<file path="config.mk">
export PLATFORM = sky130hd
export DESIGN_NAME = correlator_top
export DESIGN_NICKNAME = d
export VERILOG_FILES = /design/src/rtl/corr_pkg.sv /design/src/rtl/cmd_parser.sv /design/src/rtl/delay_line.sv /design/src/rtl/pulse_counter.sv /design/src/rtl/channel_correlator.sv /design/src/rtl/packet_builder.sv /design/src/rtl/correlator_top.sv
export VERILOG_INCLUDE_DIRS = /design/src /design/src/rtl
export SDC_FILE = /design/constraint.sdc
export NUM_CORES = 1
export LEC_CHECK = 0
export ABC_AREA = 0
export BUFFER_PORTS_ARGS = -buffer_cell sky130_fd_sc_hd__buf_2
export CORE_MARGIN = 5
export CORE_UTILIZATION = 30
export DETAILED_ROUTE_END_ITERATION = 12
export HOLD_SLACK_MARGIN = 0.15
export PLACE_DENSITY = 0.47
export SYNTH_ARGS = -nofsm -noshare
export SYNTH_HDL_FRONTEND = slang
export SYNTH_SLANG_ARGS = --single-unit
export TNS_END_PERCENT = 1
</file>
<file path="constraint.sdc">
create_clock -name intclk -period 5.1 [get_ports intclk]
set_clock_uncertainty 0.15 [all_clocks]
set_input_delay 0 -clock intclk [delete_from_list [all_inputs] [get_ports intclk]]
set_output_delay 0 -clock intclk [all_outputs]
set_load 0.05 [all_outputs]
</file>
<file path="src/rtl/corr_cfg.svh">
/*
 * Build-time sizes and packet constants of the correlator.
 * Channel masks arrive in a 4-bit command argument, so at most 4 channels.
 * The packet carries every count as two bytes, so counters are 16 bits wide.
 * The window length is 2**(len_exp + CORR_LEN_BASE) cycles.
 */
`ifndef CORR_CFG_SVH
`define CORR_CFG_SVH

`default_nettype none

`define CORR_NUM_INPUTS 4
`define CORR_MAX_LAG 4
`define CORR_RESOLUTION 16

`define CORR_HEADER 8'hA5
`define CORR_LEN_BASE 4

`default_nettype wire

`endif

</file>
<file path="src/rtl/corr_pkg.sv">
/*
 * Shared types of the correlator.
 * The opcode lives in the upper nibble of a command byte.
 * PKT_BYTES counts header, sequence, config, overflow, counts and checksum.
 */
`include "corr_cfg.svh"

`default_nettype none

package corr_pkg;

	typedef enum logic [3:0] {
		OP_NOP        = 4'h0,
		OP_SET_LEN    = 4'h1,
		OP_SET_INVERT = 4'h2,
		OP_SET_ENABLE = 4'h3,
		OP_START      = 4'h4,
		OP_ABORT      = 4'h5
	} cmd_op_e;

	typedef enum logic [1:0] {
		PS_IDLE,
		PS_INTEGRATE,
		PS_WAIT_TX
	} parser_state_e;

	typedef enum logic [1:0] {
		TX_IDLE,
		TX_SEND,
		TX_CHECKSUM
	} tx_state_e;

	typedef struct packed {
		logic [`CORR_NUM_INPUTS-1:0] invert_mask;
		logic [`CORR_NUM_INPUTS-1:0] enable_mask;
		logic [3:0]                  len_exp;
	} chan_cfg_t;

	// lag[0] holds lag 1
	typedef struct packed {
		logic [`CORR_RESOLUTION-1:0]                   pulse;
		logic [`CORR_MAX_LAG-1:0][`CORR_RESOLUTION-1:0] lag;
		logic                                          overflow;
	} chan_counts_t;

	localparam int NUM_WORDS = `CORR_NUM_INPUTS * (`CORR_MAX_LAG + 1);
	localparam int PKT_BYTES = 4 + 2 * NUM_WORDS + 1;

endpackage

`default_nettype wire

</file>
<file path="src/rtl/cmd_parser.sv">
/*
 * Command decoder and integration window timer.
 * Config ops act only while idle; during a window only OP_ABORT is taken.
 * Once a window ends, commands are held off until the packet is handed off.
 */
`include "corr_cfg.svh"

`default_nettype none

module cmd_parser import corr_pkg::*; (
	input  logic       intclk,
	input  logic       rst_n,
	input  logic       cmd_valid,
	input  logic [7:0] cmd_data,
	output logic       cmd_ready,
	output chan_cfg_t  cfg,
	output logic       clear,
	output logic       window,
	output logic       window_done,
	input  logic       snap_taken
);

	// Longest window is 2**(15 + CORR_LEN_BASE) cycles
	localparam int WIN_W = 16 + `CORR_LEN_BASE;

	parser_state_e    state;
	cmd_op_e          op;
	logic [3:0]       arg;
	logic             accept;
	logic [WIN_W-1:0] remain;
	logic [WIN_W-1:0] win_last;
	logic             done_pend;

	assign op        = cmd_op_e'(cmd_data[7:4]);
	assign arg       = cmd_data[3:0];
	assign cmd_ready = (state == PS_IDLE) || (state == PS_INTEGRATE);
	assign accept    = cmd_valid && cmd_ready;
	assign win_last  = (WIN_W'(1) << (cfg.len_exp + `CORR_LEN_BASE)) - WIN_W'(1);

	always_ff @(posedge intclk or negedge rst_n) begin
		if (!rst_n) begin
			state       <= PS_IDLE;
			cfg         <= '{invert_mask: '0, enable_mask: '1, len_exp: '0};
			clear       <= 1'b0;
			window      <= 1'b0;
			window_done <= 1'b0;
			done_pend   <= 1'b0;
			remain      <= '0;
		end else begin
			clear       <= 1'b0;
			done_pend   <= 1'b0;
			window_done <= done_pend;
			case (state)
				PS_IDLE: begin
					if (accept) begin
						case (op)
							OP_SET_LEN:    cfg.len_exp <= arg;
							OP_SET_INVERT: cfg.invert_mask <= arg[`CORR_NUM_INPUTS-1:0];
							OP_SET_ENABLE: cfg.enable_mask <= arg[`CORR_NUM_INPUTS-1:0];
							OP_START: begin
								clear <= 1'b1;
								state <= PS_INTEGRATE;
							end
							default: ;
						endcase
					end
				end
				PS_INTEGRATE: begin
					if (accept && op == OP_ABORT) begin
						window <= 1'b0;
						state  <= PS_IDLE;
					end else if (clear) begin
						// Counters are cleared now, open the window
						window <= 1'b1;
						remain <= win_last;
					end else if (remain == '0) begin
						window    <= 1'b0;
						done_pend <= 1'b1;
						state     <= PS_WAIT_TX;
					end else begin
						remain <= remain - WIN_W'(1);
					end
				end
				PS_WAIT_TX: begin
					if (snap_taken)
						state <= PS_IDLE;
				end
				default: state <= PS_IDLE;
			endcase
		end
	end

endmodule

`default_nettype wire

</file>
<file path="src/rtl/delay_line.sv">
/*
 * History of past conditioned samples of one channel.
 * history[k] holds the sample from k+1 cycles ago; it runs without pause.
 */
`include "corr_cfg.svh"

`default_nettype none

module delay_line (
	input  logic                     intclk,
	input  logic                     rst_n,
	input  logic                     sample,
	output logic [`CORR_MAX_LAG-1:0] history
);

	localparam int DEPTH = `CORR_MAX_LAG;

	always_ff @(posedge intclk or negedge rst_n) begin
		if (!rst_n) begin
			history <= '0;
		end else begin
			history <= (history << 1) | DEPTH'(sample);
		end
	end

endmodule

`default_nettype wire

</file>
<file path="src/rtl/pulse_counter.sv">
/*
 * Saturating event counter.
 * Sticks at all ones; the first increment past that sets overflow.
 * clear takes priority over count_en.
 */
`include "corr_cfg.svh"

`default_nettype none

module pulse_counter (
	input  logic                        intclk,
	input  logic                        rst_n,
	input  logic                        clear,
	input  logic                        count_en,
	output logic [`CORR_RESOLUTION-1:0] count,
	output logic                        overflow
);

	logic at_max;

	assign at_max = &count;

	always_ff @(posedge intclk or negedge rst_n) begin
		if (!rst_n) begin
			count    <= '0;
			overflow <= 1'b0;
		end else if (clear) begin
			count    <= '0;
			overflow <= 1'b0;
		end else if (count_en) begin
			if (at_max)
				overflow <= 1'b1;
			else
				count <= count + 1'b1;
		end
	end

endmodule

`default_nettype wire

</file>
<file path="src/rtl/channel_correlator.sv">
/*
 * One input channel: register, invert/mask, delay line and counters.
 * The line and the window are registered together, so a sample is counted
 * when the window was open at the edge that captured it.
 */
`include "corr_cfg.svh"

`default_nettype none

module channel_correlator import corr_pkg::*; #(
	parameter int channel_index = 0
) (
	input  logic         intclk,
	input  logic         rst_n,
	input  logic         line,
	input  chan_cfg_t    cfg,
	input  logic         clear,
	input  logic         window,
	output chan_counts_t counts
);

	logic                                          line_q;
	logic                                          window_q;
	logic                                          sample;
	logic [`CORR_MAX_LAG-1:0]                      history;
	logic [`CORR_RESOLUTION-1:0]                   pulse_count;
	logic [`CORR_MAX_LAG-1:0][`CORR_RESOLUTION-1:0] lag_count;
	logic [`CORR_MAX_LAG:0]                        ovf;

	always_ff @(posedge intclk or negedge rst_n) begin
		if (!rst_n) begin
			line_q   <= 1'b0;
			window_q <= 1'b0;
		end else begin
			line_q   <= line;
			window_q <= window;
		end
	end

	assign sample = (line_q ^ cfg.invert_mask[channel_index]) & cfg.enable_mask[channel_index];

	delay_line u_delay (
		.intclk  (intclk),
		.rst_n   (rst_n),
		.sample  (sample),
		.history (history)
	);

	pulse_counter u_pulse (
		.intclk   (intclk),
		.rst_n    (rst_n),
		.clear    (clear),
		.count_en (sample & window_q),
		.count    (pulse_count),
		.overflow (ovf[0])
	);

	// Lag k+1 pairs the current sample with history tap k
	for (genvar k = 0; k < `CORR_MAX_LAG; k++) begin : g_lag
		pulse_counter u_lag (
			.intclk   (intclk),
			.rst_n    (rst_n),
			.clear    (clear),
			.count_en (sample & history[k] & window_q),
			.count    (lag_count[k]),
			.overflow (ovf[k+1])
		);
	end

	assign counts.pulse    = pulse_count;
	assign counts.lag      = lag_count;
	assign counts.overflow = |ovf;

endmodule

`default_nettype wire

</file>
<file path="src/rtl/packet_builder.sv">
/*
 * Snapshots all channel counts when a window closes and streams them out.
 * Byte order: header, sequence, config, overflow mask, counts (MSB first,
 * pulse then lags per channel), XOR checksum of all earlier bytes.
 * snap_taken pulses when the checksum byte is accepted.
 */
`include "corr_cfg.svh"

`default_nettype none

module packet_builder import corr_pkg::*; (
	input  logic                                intclk,
	input  logic                                rst_n,
	input  logic                                window_done,
	input  chan_counts_t [`CORR_NUM_INPUTS-1:0] counts,
	output logic                                snap_taken,
	output logic                                pkt_valid,
	output logic [7:0]                          pkt_data,
	input  logic                                pkt_ready
);

	localparam logic [7:0] LAST_DATA = 8'(PKT_BYTES - 2);
	localparam logic [7:0] CFG_BYTE  = {4'(`CORR_NUM_INPUTS - 1), 4'(`CORR_MAX_LAG - 1)};

	tx_state_e                                   state;
	logic [7:0]                                  byte_idx;
	logic [7:0]                                  seq_num;
	logic [7:0]                                  csum;
	logic [7:0]                                  data_byte;
	logic [6:0]                                  word_sel;
	logic [`CORR_NUM_INPUTS-1:0]                 ovf_mask;
	chan_counts_t [`CORR_NUM_INPUTS-1:0]         snap;
	logic [NUM_WORDS-1:0][`CORR_RESOLUTION-1:0] words;

	always_ff @(posedge intclk) begin
		if (state == TX_IDLE && window_done)
			snap <= counts;
	end

	// Flatten the snapshot into packet word order
	always_comb begin
		for (int ch = 0; ch < `CORR_NUM_INPUTS; ch++) begin
			words[ch * (`CORR_MAX_LAG + 1)] = snap[ch].pulse;
			for (int k = 0; k < `CORR_MAX_LAG; k++)
				words[ch * (`CORR_MAX_LAG + 1) + k + 1] = snap[ch].lag[k];
			ovf_mask[ch] = snap[ch].overflow;
		end
	end

	// Count bytes start at index 4, two per word
	assign word_sel = byte_idx[7:1] - 7'd2;

	always_comb begin
		case (byte_idx)
			8'd0:    data_byte = `CORR_HEADER;
			8'd1:    data_byte = seq_num;
			8'd2:    data_byte = CFG_BYTE;
			8'd3:    data_byte = 8'(ovf_mask);
			default: data_byte = byte_idx[0] ? words[word_sel][7:0] : words[word_sel][15:8];
		endcase
	end

	assign pkt_valid  = (state != TX_IDLE);
	assign pkt_data   = (state == TX_CHECKSUM) ? csum : data_byte;
	assign snap_taken = (state == TX_CHECKSUM) && pkt_ready;

	always_ff @(posedge intclk or negedge rst_n) begin
		if (!rst_n) begin
			state    <= TX_IDLE;
			byte_idx <= '0;
			seq_num  <= '0;
			csum     <= '0;
		end else begin
			case (state)
				TX_IDLE: begin
					if (window_done) begin
						state    <= TX_SEND;
						byte_idx <= '0;
						csum     <= '0;
					end
				end
				TX_SEND: begin
					if (pkt_ready) begin
						csum     <= csum ^ data_byte;
						byte_idx <= byte_idx + 8'd1;
						if (byte_idx == LAST_DATA)
							state <= TX_CHECKSUM;
					end
				end
				TX_CHECKSUM: begin
					if (pkt_ready) begin
						state   <= TX_IDLE;
						seq_num <= seq_num + 8'd1;
					end
				end
				default: state <= TX_IDLE;
			endcase
		end
	end

endmodule

`default_nettype wire

</file>
<file path="src/rtl/correlator_top.sv">
/*
 * Pulse correlator top level.
 * Command bytes in, one packet out per completed window.
 * busy is high exactly while samples are being counted.
 */
`include "corr_cfg.svh"

`default_nettype none

module correlator_top import corr_pkg::*; (
	input  logic                        intclk,
	input  logic                        rst_n,
	input  logic [`CORR_NUM_INPUTS-1:0] line_in,
	input  logic                        cmd_valid,
	input  logic [7:0]                  cmd_data,
	output logic                        cmd_ready,
	output logic                        busy,
	output logic                        pkt_valid,
	output logic [7:0]                  pkt_data,
	input  logic                        pkt_ready
);

	chan_cfg_t                           cfg;
	logic                                clear;
	logic                                window;
	logic                                window_done;
	logic                                snap_taken;
	chan_counts_t [`CORR_NUM_INPUTS-1:0] counts;

	cmd_parser u_parser (
		.intclk      (intclk),
		.rst_n       (rst_n),
		.cmd_valid   (cmd_valid),
		.cmd_data    (cmd_data),
		.cmd_ready   (cmd_ready),
		.cfg         (cfg),
		.clear       (clear),
		.window      (window),
		.window_done (window_done),
		.snap_taken  (snap_taken)
	);

	for (genvar i = 0; i < `CORR_NUM_INPUTS; i++) begin : g_chan
		channel_correlator #(.channel_index(i)) u_chan (
			.intclk (intclk),
			.rst_n  (rst_n),
			.line   (line_in[i]),
			.cfg    (cfg),
			.clear  (clear),
			.window (window),
			.counts (counts[i])
		);
	end

	packet_builder u_builder (
		.intclk      (intclk),
		.rst_n       (rst_n),
		.window_done (window_done),
		.counts      (counts),
		.snap_taken  (snap_taken),
		.pkt_valid   (pkt_valid),
		.pkt_data    (pkt_data),
		.pkt_ready   (pkt_ready)
	);

	assign busy = window;

endmodule

`default_nettype wire

</file>
==> run metrics <==
status=finished, final reports clean; Design Area, Final=39400 µm²; Starting Density=30.1%; EDFF count, synth=324; DP Cell Count=4222; CTS Buf Count=87; TritonRoute pass-1 iters=8; Buf/Inv on CP=2; endpoints failing hold=0; Reg power frac=42.3%; Mapped Area=34300 µm²; max_cap viols=0; fin. max-slew vios=0; Power Total=16.5 mW; Fmax=213 MHz; leakage=14.8 nW; Die Ht=348 µm; Post-Route Setup TNS=0 ps; reg2reg end=u_builder.csum[2]$_DFFE_PN0P_; Avg Inst Size Synth=12.3 µm²; top post-synthesis cells by area=dfrtp_1 (31%), edfxtp_1 (28%), xor2_1 (5.8%); Slew @ Worst Pin=1270 ps; total track usage=14.5%; fin crit share=92.0%; first-pass GRT wire length=138000 µm; post-synth top area cell=dfrtp_1; Port-buffer cells=26; reg2reg setup slack=1240 ps; PwrDens=420 nW/µm²; Die W=348 µm; final setup vio count=0; syn_nets=2849; Net Sw Frac=30.4%; Crit path required time=4950 ps; Reg clk slew, reported paths=60 ps; P_int=11.5 mW; Util after Layout=34.5%; dpl ws=1090 ps; Psw=5.02 mW; worst setup margin=408 ps; Finished Layout Cells=4421; vias in the first global route=22076; hold slack=220 ps; routed vias=22536; Die Footprint=121000 µm²; post-route ant nets=0; Residual DRC=0; Critical Path Start Type=flop; crit end category=output port; Synth warnings=0; io pins=27; GPL Wtd Cong=0.848; Tmin final=4690 ps; DR WL/cell=20.2 µm; number of H-tree levels=3; Post-Syn Instances=2796; CP max stage delay=800 ps; Async S/R FF share, synth=56.7%; RSZ-0062 raised after global routing=no; sequential-to-total area share from yosys stat=59.3%; initial drt markers=1770; Worst path most repeated cell=a22oi_1; core footprint=114000 µm²; Yosys top cell area share=30.7%; largest net degree at the start of global routing=140; detailed placement HPWL=59900 µm; most common cell in the netlist=dfrtp_1; Worst Hold End=u_parser.cfg[10]$_DFFE_PN0P_; CTS resizes=0; crit-path leading delay family=compound AO/OA/AOI/OAI gates; Worst-Skew Late Latency=650 ps; Vias/cell=5.10; top_reg_cell synth=dfrtp_1; Placement Cell Area=36000 µm²; initial antenna violation count=4; hold path startpoint=cmd_data[4]; Clock Sinks=749; Area Overhead vs Synth=14.6%; Post-synth top cells=dfrtp_1 (421), nor2_1 (387), edfxtp_1 (324); grt total ovfl=0; worst-path cell chain=inv_1 -> ha_1 -> nor2b_1 -> a22oi_1 -> a22oi_1 -> o21ai_0 -> a21oi_1 -> buf_2; Layout Nets=2887; hold path cells=4; critical path arrival=4540 ps; Min-Delay Path Class=in -> reg; Root Driver=clkbuf_16; Slowest cell on crit path=nor2b_1; Crit Path Class=reg -> out; clock power share=39.0%; Slew headroom=12.9%; clk buf depth=3; CTS tree=done; Peak supply drop=0.269 mV; WL final=89200 µm; share of post-route cells with drive strength above 1=9.42%; Cell variety after synth=82; logic gate share of total power=18.7%; RR Startpoint=u_builder.byte_idx[2]$_DFFE_PN0P_; #FFs+latches synth=749; CP max FO=39; R2R depth=7; FP Rows=124
[flip-flops by register name, indices dropped and copies added, names as in the netlist]
name,count
g_chan.u_chan.g_lag.u_lag.count,256
g_chan.u_chan.g_lag.u_lag.overflow,16
g_chan.u_chan.line_q,4
g_chan.u_chan.u_delay.history,16
g_chan.u_chan.u_pulse.count,64
g_chan.u_chan.u_pulse.overflow,4
g_chan.u_chan.window_q,1
u_builder.byte_idx,8
u_builder.csum,8
u_builder.ovf_mask,4
u_builder.seq_num,8
u_builder.snap,320
u_builder.state,2
u_parser.cfg,12
u_parser.clear,1
u_parser.done_pend,1
u_parser.remain,20
u_parser.state,2
u_parser.window,1
u_parser.window_done,1
[cells in the final DEF (no fill, tap or decap), drive strengths merged, types with 36 or more instances in the layout]
cell / instances
dfrtp: 421
nor2: 387
edfxtp: 324
xor2: 229
nand2: 155
clkbuf: 114
nand3: 102
nand4: 93
o21ai: 84
mux4: 80
xnor2: 66
a21oi: 65
o211ai: 52
buf: 52
and2: 51
and3: 50
and4: 47
nor3: 38
inv: 38
ha: 37
a31oi: 36
[layer usage]
metal	wire length [µm]	track usage, %
met5	0	0
met3	4400	2.59
met4	1900	3.83
met2	39800	22.0
met1	43100	21.3
[tightest hold or removal path, stage by stage]
cell and delay, ps:
dlygate4sd3_1 520, buf_2 140, nor2_1 100, mux2_2 230
[what timing repair did]
action,in CTS,in global routing
hold buffers,35,0
buffers inserted,0,0
hold endpoints to repair,471,0
[kinds of logic after synthesis]
group           share of synthesized area, %
compound gates                          7.65
mux                                     6.84
buf+inv                                 2.31
simple gates                            15.0
fa+ha+maj                               1.35
xor+xnor                                7.52
flops                                   59.3
[power groups by stage]
stage	registers (mW)	clock network, mW	logic, mW
after floorplan	6.80	0	2.47
after global placement	7.10	0	3.05
after detailed placement	7.12	0	3.07
after CTS	7.00	6.67	3.11
after global routing	7.05	6.90	3.38
final	6.99	6.45	3.10
[layout make-up]
cell class,count,area (µm²)
Tap cell,1512,1890
Clock buffer,114,2440
Antenna cell,1,2.50
Clock inverter,49,536
Timing Repair Buffer,86,771
Sequential cell,749,20400
Fill cell,11129,74700
Multi-Input combinational cell,1874,13200
Inverter,36,148
[how the worst max path moves through the flow]
stage / slack, ps / endpoint / cells after the start / start
after floorplan: 1310 / pkt_data[2] / 13 / u_builder.byte_idx[2]$_DFFE_PN0P_
after global placement: 1100 / pkt_data[4] / 8 / u_builder.byte_idx[2]$_DFFE_PN0P_
after detailed placement: 1090 / pkt_data[4] / 8 / u_builder.byte_idx[2]$_DFFE_PN0P_
after CTS: 370 / pkt_data[4] / 8 / u_builder.byte_idx[2]$_DFFE_PN0P_
after global routing: 150 / pkt_data[2] / 7 / u_builder.byte_idx[2]$_DFFE_PN0P_
final: 410 / pkt_data[6] / 8 / u_builder.byte_idx[2]$_DFFE_PN0P_
Power figures use the tool's default switching activity.
